`src/ntm_params.svh`:
```
// Sizing for the NTM erase vector datapath
// Data are signed fixed point Q8.8
// Element count is 8 bits, so W is limited to 255
// Changing the fraction bits needs new PLAN constants in ntm_pkg
// Include once per compilation unit; the guard makes repeats harmless

`ifndef NTM_PARAMS_SVH
`define NTM_PARAMS_SVH

////////////////////////////////////////////////////////////
// Data format
////////////////////////////////////////////////////////////

// Total data width, sign included
`define NTM_DATA_SIZE 16

// Bits right of the binary point
`define NTM_FRAC_BITS 8

// Width of the element counter and of the size port
`define NTM_CONTROL_SIZE 8

`endif

```
`src/ntm_pkg.sv`:
```
// Shared types and constants for the erase vector datapath
// Q8.8 codes below assume NTM_FRAC_BITS is 8
// PLAN breakpoints and offsets follow the classic PLAN sigmoid

`include "ntm_params.svh"

package ntm_pkg;

  //////////////////////////////////////////////////////////
  // Types
  //////////////////////////////////////////////////////////

  // Signed Q8.8 sample
  typedef logic signed [`NTM_DATA_SIZE-1:0] data_t;

  // Unsigned element count
  typedef logic [`NTM_CONTROL_SIZE-1:0] control_t;

  //////////////////////////////////////////////////////////
  // Constants
  //////////////////////////////////////////////////////////

  // 1.0 and 0.5 in Q8.8
  localparam data_t ONE_DATA  = data_t'(1 << `NTM_FRAC_BITS);
  localparam data_t HALF_DATA = data_t'(1 << (`NTM_FRAC_BITS - 1));

  // Segment offsets, 0.625 and 0.84375
  localparam data_t PLAN_OFFSET_MID  = data_t'(160);
  localparam data_t PLAN_OFFSET_HIGH = data_t'(216);

  // Segment knees on |x|, 1.0, 2.375 and 5.0
  localparam data_t PLAN_KNEE_1 = data_t'(256);
  localparam data_t PLAN_KNEE_2 = data_t'(608);
  localparam data_t PLAN_KNEE_3 = data_t'(1280);

endpackage

```
`src/model_erase_vector.sv`:
```
// NTM write head erase vector, e(t;k) = sigmoid(e^(t;k))
// One element per e_in_enable strobe, k from 0 to W-1
// Timing equals the vector logistic block, no added cycles
// Q8.8 data, W up to 255

`timescale 1ns/1ps

module model_erase_vector (
  input  logic             clk,
  input  logic             reset,
  input  logic             start,
  output logic             ready,
  input  logic             e_in_enable,
  output logic             e_out_enable,
  input  ntm_pkg::control_t size_w_in,
  input  ntm_pkg::data_t    e_in,
  output ntm_pkg::data_t    e_out
);

  import ntm_pkg::*;

  // Erase names onto generic logistic names
  control_t size_in_vector_logistic;
  data_t    data_in_vector_logistic;
  data_t    data_out_vector_logistic;

  assign size_in_vector_logistic = size_w_in;
  assign data_in_vector_logistic = e_in;
  assign e_out                   = data_out_vector_logistic;

  ////////////////////////////////////////////////////////////
  // Vector logistic
  ////////////////////////////////////////////////////////////

  model_vector_logistic_function vector_logistic_function (
    .clk            (clk),
    .reset          (reset),
    .start          (start),
    .ready          (ready),
    .data_in_enable (e_in_enable),
    .data_out_enable(e_out_enable),
    .size_in        (size_in_vector_logistic),
    .data_in        (data_in_vector_logistic),
    .data_out       (data_out_vector_logistic)
  );

endmodule

```
`src/model_scalar_logistic_function.sv`:
```
// Two-stage PLAN sigmoid for one Q8.8 sample
// Latency is 2 cycles from in_enable to out_enable, one sample per cycle
// Magnitude saturates at 32767, so -32768 maps like -32767
// Right shifts truncate toward zero on the magnitude
// Result always lies in 0..1.0 (0..256 in Q8.8)

`timescale 1ns/1ps

`include "ntm_params.svh"

module model_scalar_logistic_function (
  input  logic          clk,
  input  logic          reset,
  input  logic          in_enable,
  input  ntm_pkg::data_t data_in,
  output logic          out_enable,
  output ntm_pkg::data_t data_out
);

  import ntm_pkg::*;

  ////////////////////////////////////////////////////////////
  // Constants
  ////////////////////////////////////////////////////////////

  // Largest positive code clips |x|
  localparam data_t MAG_MAX = data_t'({1'b0, {(`NTM_DATA_SIZE-1){1'b1}}});
  // Most negative code has no positive twin
  localparam data_t MAG_MIN = ~MAG_MAX;

  // Segment index
  localparam logic [1:0] SEG_LOW  = 2'd0;
  localparam logic [1:0] SEG_MID  = 2'd1;
  localparam logic [1:0] SEG_HIGH = 2'd2;
  localparam logic [1:0] SEG_SAT  = 2'd3;

  ////////////////////////////////////////////////////////////
  // Stage 1: magnitude, sign, segment
  ////////////////////////////////////////////////////////////

  data_t      abs_in;
  logic [1:0] seg_in;

  logic       s1_valid;
  logic       s1_neg;
  logic [1:0] s1_seg;
  data_t      s1_mag;

  always_comb begin
    // Saturating absolute value
    if (data_in == MAG_MIN) begin
      abs_in = MAG_MAX;
    end else if (data_in[`NTM_DATA_SIZE-1]) begin
      abs_in = -data_in;
    end else begin
      abs_in = data_in;
    end

    // Knee compare, highest first
    if (abs_in >= PLAN_KNEE_3) begin
      seg_in = SEG_SAT;
    end else if (abs_in >= PLAN_KNEE_2) begin
      seg_in = SEG_HIGH;
    end else if (abs_in >= PLAN_KNEE_1) begin
      seg_in = SEG_MID;
    end else begin
      seg_in = SEG_LOW;
    end
  end

  always_ff @(posedge clk) begin
    if (reset) begin
      s1_valid <= 1'b0;
    end else begin
      s1_valid <= in_enable;
    end
  end

  // Payload loads with each strobe
  always_ff @(posedge clk) begin
    if (in_enable) begin
      s1_mag <= abs_in;
      s1_neg <= data_in[`NTM_DATA_SIZE-1];
      s1_seg <= seg_in;
    end
  end

  ////////////////////////////////////////////////////////////
  // Stage 2: shift-add and sign fold
  ////////////////////////////////////////////////////////////

  data_t plan_y;
  data_t folded_y;

  always_comb begin
    case (s1_seg)
      // Flat top at 1.0
      SEG_SAT:  plan_y = ONE_DATA;
      // Slope 1/32
      SEG_HIGH: plan_y = (s1_mag >> 5) + PLAN_OFFSET_HIGH;
      // Slope 1/8
      SEG_MID:  plan_y = (s1_mag >> 3) + PLAN_OFFSET_MID;
      // Slope 1/4 around 0.5
      default:  plan_y = (s1_mag >> 2) + HALF_DATA;
    endcase

    // sigmoid(-x) = 1 - sigmoid(x)
    folded_y = s1_neg ? (ONE_DATA - plan_y) : plan_y;
  end

  always_ff @(posedge clk) begin
    if (reset) begin
      out_enable <= 1'b0;
      data_out   <= '0;
    end else begin
      out_enable <= s1_valid;
      if (s1_valid) begin
        data_out <= folded_y;
      end
    end
  end

  // Output code stays inside the unit interval
  assert property (@(posedge clk) disable iff (reset)
    out_enable |-> (data_out >= data_t'(0)) && (data_out <= ONE_DATA))
    else $error("sigmoid output out of range: %0d", data_out);

endmodule

```
`src/model_vector_logistic_function.sv`:
```
// Applies the PLAN sigmoid to W elements, one per input strobe
// start is legal only while ready is high and latches size_in as W
// Strobes while idle or beyond W are dropped
// Each accepted strobe gives one output pulse 2 cycles later, in order
// Without back-pressure the consumer must take every output pulse
// ready returns one cycle after the W-th output, or after start if W is 0

`timescale 1ns/1ps

module model_vector_logistic_function (
  input  logic             clk,
  input  logic             reset,
  input  logic             start,
  output logic             ready,
  input  logic             data_in_enable,
  output logic             data_out_enable,
  input  ntm_pkg::control_t size_in,
  input  ntm_pkg::data_t    data_in,
  output ntm_pkg::data_t    data_out
);

  import ntm_pkg::*;

  ////////////////////////////////////////////////////////////
  // Signals
  ////////////////////////////////////////////////////////////

  // Vector in progress
  logic     busy;
  // Latched W
  control_t size_reg;
  // Strobes taken so far
  control_t in_count;
  // Results delivered so far
  control_t out_count;
  control_t out_count_next;

  // Strobe passed on to the pipeline
  logic     accept;
  logic     start_ok;

  ////////////////////////////////////////////////////////////
  // Control
  ////////////////////////////////////////////////////////////

  assign ready          = ~busy;
  assign start_ok       = start && !busy;
  assign accept         = busy && data_in_enable && (in_count != size_reg);
  assign out_count_next = out_count + 1'b1;

  always_ff @(posedge clk) begin
    if (reset) begin
      busy      <= 1'b0;
      size_reg  <= '0;
      in_count  <= '0;
      out_count <= '0;
    end else if (start_ok) begin
      // Empty vector never leaves idle
      busy      <= (size_in != '0);
      size_reg  <= size_in;
      in_count  <= '0;
      out_count <= '0;
    end else begin
      if (accept) begin
        in_count <= in_count + 1'b1;
      end
      if (data_out_enable) begin
        out_count <= out_count_next;
        // Back to idle once the last result drains
        if (out_count_next == size_reg) begin
          busy <= 1'b0;
        end
      end
    end
  end

  ////////////////////////////////////////////////////////////
  // Datapath
  ////////////////////////////////////////////////////////////

  // Two-cycle sigmoid pipeline
  model_scalar_logistic_function scalar_logistic_function (
    .clk       (clk),
    .reset     (reset),
    .in_enable (accept),
    .data_in   (data_in),
    .out_enable(data_out_enable),
    .data_out  (data_out)
  );

  ////////////////////////////////////////////////////////////
  // Checks
  ////////////////////////////////////////////////////////////

  // Host must wait for ready
  assert property (@(posedge clk) disable iff (reset)
    start |-> ready)
    else $error("start while busy");

  // Pipeline drains before idle
  assert property (@(posedge clk) disable iff (reset)
    data_out_enable |-> busy)
    else $error("output pulse while idle");

  // Never more results than W
  assert property (@(posedge clk) disable iff (reset)
    busy |-> (out_count <= size_reg))
    else $error("output count beyond size %0d", size_reg);

endmodule

```
`config.mk`:
```
export PLATFORM = sky130hd
export DESIGN_NAME = model_erase_vector
export DESIGN_NICKNAME = d
export VERILOG_FILES = /design/src/ntm_pkg.sv /design/src/model_erase_vector.sv /design/src/model_scalar_logistic_function.sv /design/src/model_vector_logistic_function.sv
export VERILOG_INCLUDE_DIRS = /design/src
export SDC_FILE = /design/constraint.sdc
export NUM_CORES = 1
export LEC_CHECK = 0
export BUFFER_PORTS_ARGS = -buffer_cell sky130_fd_sc_hd__buf_2
export CAP_MARGIN = 20
export CORE_MARGIN = 2
export CORE_UTILIZATION = 64
export CTS_BUF_LIST = sky130_fd_sc_hd__clkbuf_4 sky130_fd_sc_hd__clkbuf_8 sky130_fd_sc_hd__clkbuf_16
export DETAILED_ROUTE_END_ITERATION = 10
export GPL_TIMING_DRIVEN = 1
export PLACE_DENSITY_LB_ADDON = 0.25
export SETUP_SLACK_MARGIN = 0.1
export SYNTH_ARGS = -nofsm -noshare
export SYNTH_HDL_FRONTEND = slang
export SYNTH_SLANG_ARGS = --single-unit
```
`constraint.sdc`:
```
create_clock -name clk -period 4.4 [get_ports clk]
set_input_delay 1.32 -clock clk [delete_from_list [all_inputs] [get_ports clk]]
set_output_delay 1.32 -clock clk [all_outputs]
set_load 0.05 [all_outputs]
```
==> flow_metrics.tcl <==
set metrics [dict create \
    fp.dieW_um 84.1 \
    arrival_ns 3.42 \
    cpPeakStageDelay_ns 0.57 \
    ys_warn_count 0 \
    die_h_um 84.1 \
    cts.sinks 60 \
    cts_tree "done" \
    period_share_pct 76.0 \
    dp_hpwl_um 6270 \
    critPathMaxFanout 10 \
    reg.largest.list "vector_logistic_function.scalar_logistic_function.data_out x16, vector_logistic_function.scalar_logistic_function.s1_mag x14" \
    criticalPathCategory "input port to register" \
    port_buffers 45 \
    setup_viol 0 \
    tightest_slew_ns 0.914 \
    syn-instance-count 482 \
    netlist.area_leader.share_pct 21.0 \
    worstSkewPairLatency_ns 0.33 \
    numCtsBuffers 9 \
    async_reset_ff_share_pct 0 \
    fin_nets 550 \
    dieArea_um2 7070 \
    min_path_type "register to register" \
    clkTransAtPathRegs_ns 0.06 \
    holdBufCountCts 0 \
    route.detailed.drc 0 \
    endpoint_kind "register" \
    post_drt_wl_per_cell_um 14.4 \
    ctsResizeCount 0 \
    grt_pass1_wl_um 14900 \
    cp.required_ns 4.47 \
    relSlewSlack_pct 39.1 \
    regToRegSetupSlack_ns 1.42 \
    grt_pass1_vias 3274 \
    vias 3584 \
    leakage_nw 1.78 \
    cp_slowest_cell "or4_4" \
    maxSlewViolCount 0 \
    ir_drop_v 0.000279 \
    start_util_pct 65.4 \
    layout-drive-gt1-share_pct 16.2 \
    drv_cap 0 \
    drt_pass1_iterations 5 \
    antenna_found_initial 0 \
    synth_area_leaders "dfxtp_1 21%, edfxtp_1 12%, xor2_1 6.6%, xnor2_1 5.1%, nor2_1 4.7%" \
    holdPathStages 2 \
    cts_buffer_depth 2 \
    synthTopCellsByCount "51 x nor2_1, 49 x nand2_1, 43 x dfxtp_1, 35 x a21oi_1, 31 x xor2_1" \
    fillers 496 \
    path_cells "buf_2, or4_4, nor4_4, nand2_4, a221oi_1, o21ai_1, o221ai_1, a21oi_1" \
    status "finished clean" \
    area_delta_synth_final_pct 9.20 \
    drtIter0Drc 366 \
    max_freq_ghz 0.299 \
    utilization_pct 71.4 \
    synth.distinct_cells 75 \
    ys_ff_latch 60 \
    rows 29 \
    reg2regPathDepth 7 \
    synth_top_cell_by_area "dfxtp_1" \
    syn_area_per_cell_um2 8.52 \
    hold_viol 0 \
    place.gp.congestion 0.908 \
    root_buffer "clkbuf_8" \
    largest_register_ffs 16 \
    grt_usage_pct 25.3 \
    yosysMostFrequentCell "nor2_1" \
    syn-num-nets 520 \
    synth-edff-count 17 \
    rsz0062_at_grt "false" \
    syn-cell-area_um2 4110 \
    cts_setup_buffers 0 \
    htree_num_levels 3 \
    grt_max_degree 28 \
    setup_tns_ns 0 \
    top_register "vector_logistic_function.scalar_logistic_function.data_out" \
    startpoint_type "input port" \
    power_density_nw_per_um2 291 \
    ios 46 \
    grt_overflow_total 0 \
    viasPerCell 6.03 \
    finClkSkew_ns 0.00541 \
    num_antenna_cells 0 \
    core_area_um2 6280 \
    yosysSeqAreaShare_pct 33.4 \
    yosys_most_used_dff "dfxtp_1" \
    fin_crit_ns 3.34 \
    wl_um 8570 \
    drtAntennaViolNets 0 \
]
## layout by cell type, fill, tap and decap left out, drive strengths merged, types with 10 or more instances in the layout
cell / Yosys / final
or3: 10 / 10
buf: 12 / 47
mux2i: 18 / 18
ha: 10 / 10
nor2: 51 / 51
edfxtp: 17 / 17
a21oi: 35 / 35
dfxtp: 43 / 43
inv: 12 / 13
xor2: 31 / 31
o21ai: 18 / 18
nand3: 10 / 10
nand2: 50 / 50
xnor2: 24 / 24
## power by group
group	switching (mW)	internal [mW]	leakage, nW	total [mW]
clock	0.212	0.258	0.0970	0.470
combinational	0.130	0.0843	1.17	0.214
sequential	0.0307	0.589	0.506	0.619
## per-stage QoR
stage / hold WS, ns / std cells / area (µm²) / total power, mW / setup WS [ns]
3_3_place_gp: 0.458 / 578 / 4290 / 0.835 / 0.835
3_5_place_dp: 0.466 / 578 / 4290 / 0.842 / 0.723
4_1_cts: 0.477 / 594 / 4480 / 1.31 / 1.08
2_1_floorplan: 0.470 / 482 / 4110 / 0.789 / 0.988
6_report: 0.479 / 594 / 4480 / 1.30 / 1.06
5_1_grt: 0.512 / 594 / 4480 / 1.36 / 0.957
## metal layers
| layer | vias to the layer above | routed length (µm) | share of wire (%) | track usage (%) |
|---|---|---|---|---|
| li1 | 1796 | - | - | - |
| met1 | 1666 | 3940 | 46 | 34.1 |
| met2 | 102 | 4050 | 47 | 40.8 |
| met3 | 20 | 384 | 4.5 | 4.55 |
| met4 | 0 | 195 | 2.3 | 8.80 |
| met5 | - | 0 | 0 | 0 |
## worst max-delay path, delay by kind of cell
| family | cells | cell delay, ns |
|---|---|---|
| buffers and inverters | 1 | 0.12 |
| and+or+nand+nor | 3 | 1.23 |
| AOI/OAI and AO/OA | 4 | 0.74 |
## worst max path at each step
stage,end,slack (ns),depth (start not counted),startpoint
2_1_floorplan,vector_logistic_function.in_count[7],0.99,5,e_in_enable
3_3_place_gp,register,0.84,8,e_in[5]
3_5_place_dp,register,0.72,8,e_in[5]
4_1_cts,register,1.08,8,e_in[5]
5_1_grt,register,0.96,8,e_in[5]
6_report,register,1.06,8,e_in[5]
## logic make-up (layout without fill, tap and decap cells)
family | Yosys count | in the layout | synth area share (%)
flops | 60 | 60 | 33.4
buf+inv | 40 | 75 | 4.81
simple gates | 189 | 189 | 24.1
xor+xnor | 55 | 55 | 11.7
mux | 18 | 18 | 4.39
fa+ha+maj | 10 | 10 | 3.05
compound gates | 110 | 110 | 18.5
## layout make-up
| cell class | count | area (µm²) | share of cell area (%) |
|---|---|---|---|
| multi-input cells | 382 | 2540 | 56.7 |
| clock buffers | 9 | 124 | 2.76 |
| clock inverters | 7 | 66.3 | 1.48 |
| well taps | 77 | 96.3 | 2.15 |
| inverters | 12 | 45.0 | 1.00 |
| flip-flops and latches | 60 | 1370 | 30.6 |
| repair buffers | 47 | 240 | 5.36 |
No activity file was read; power rests on OpenSTA's default activity.
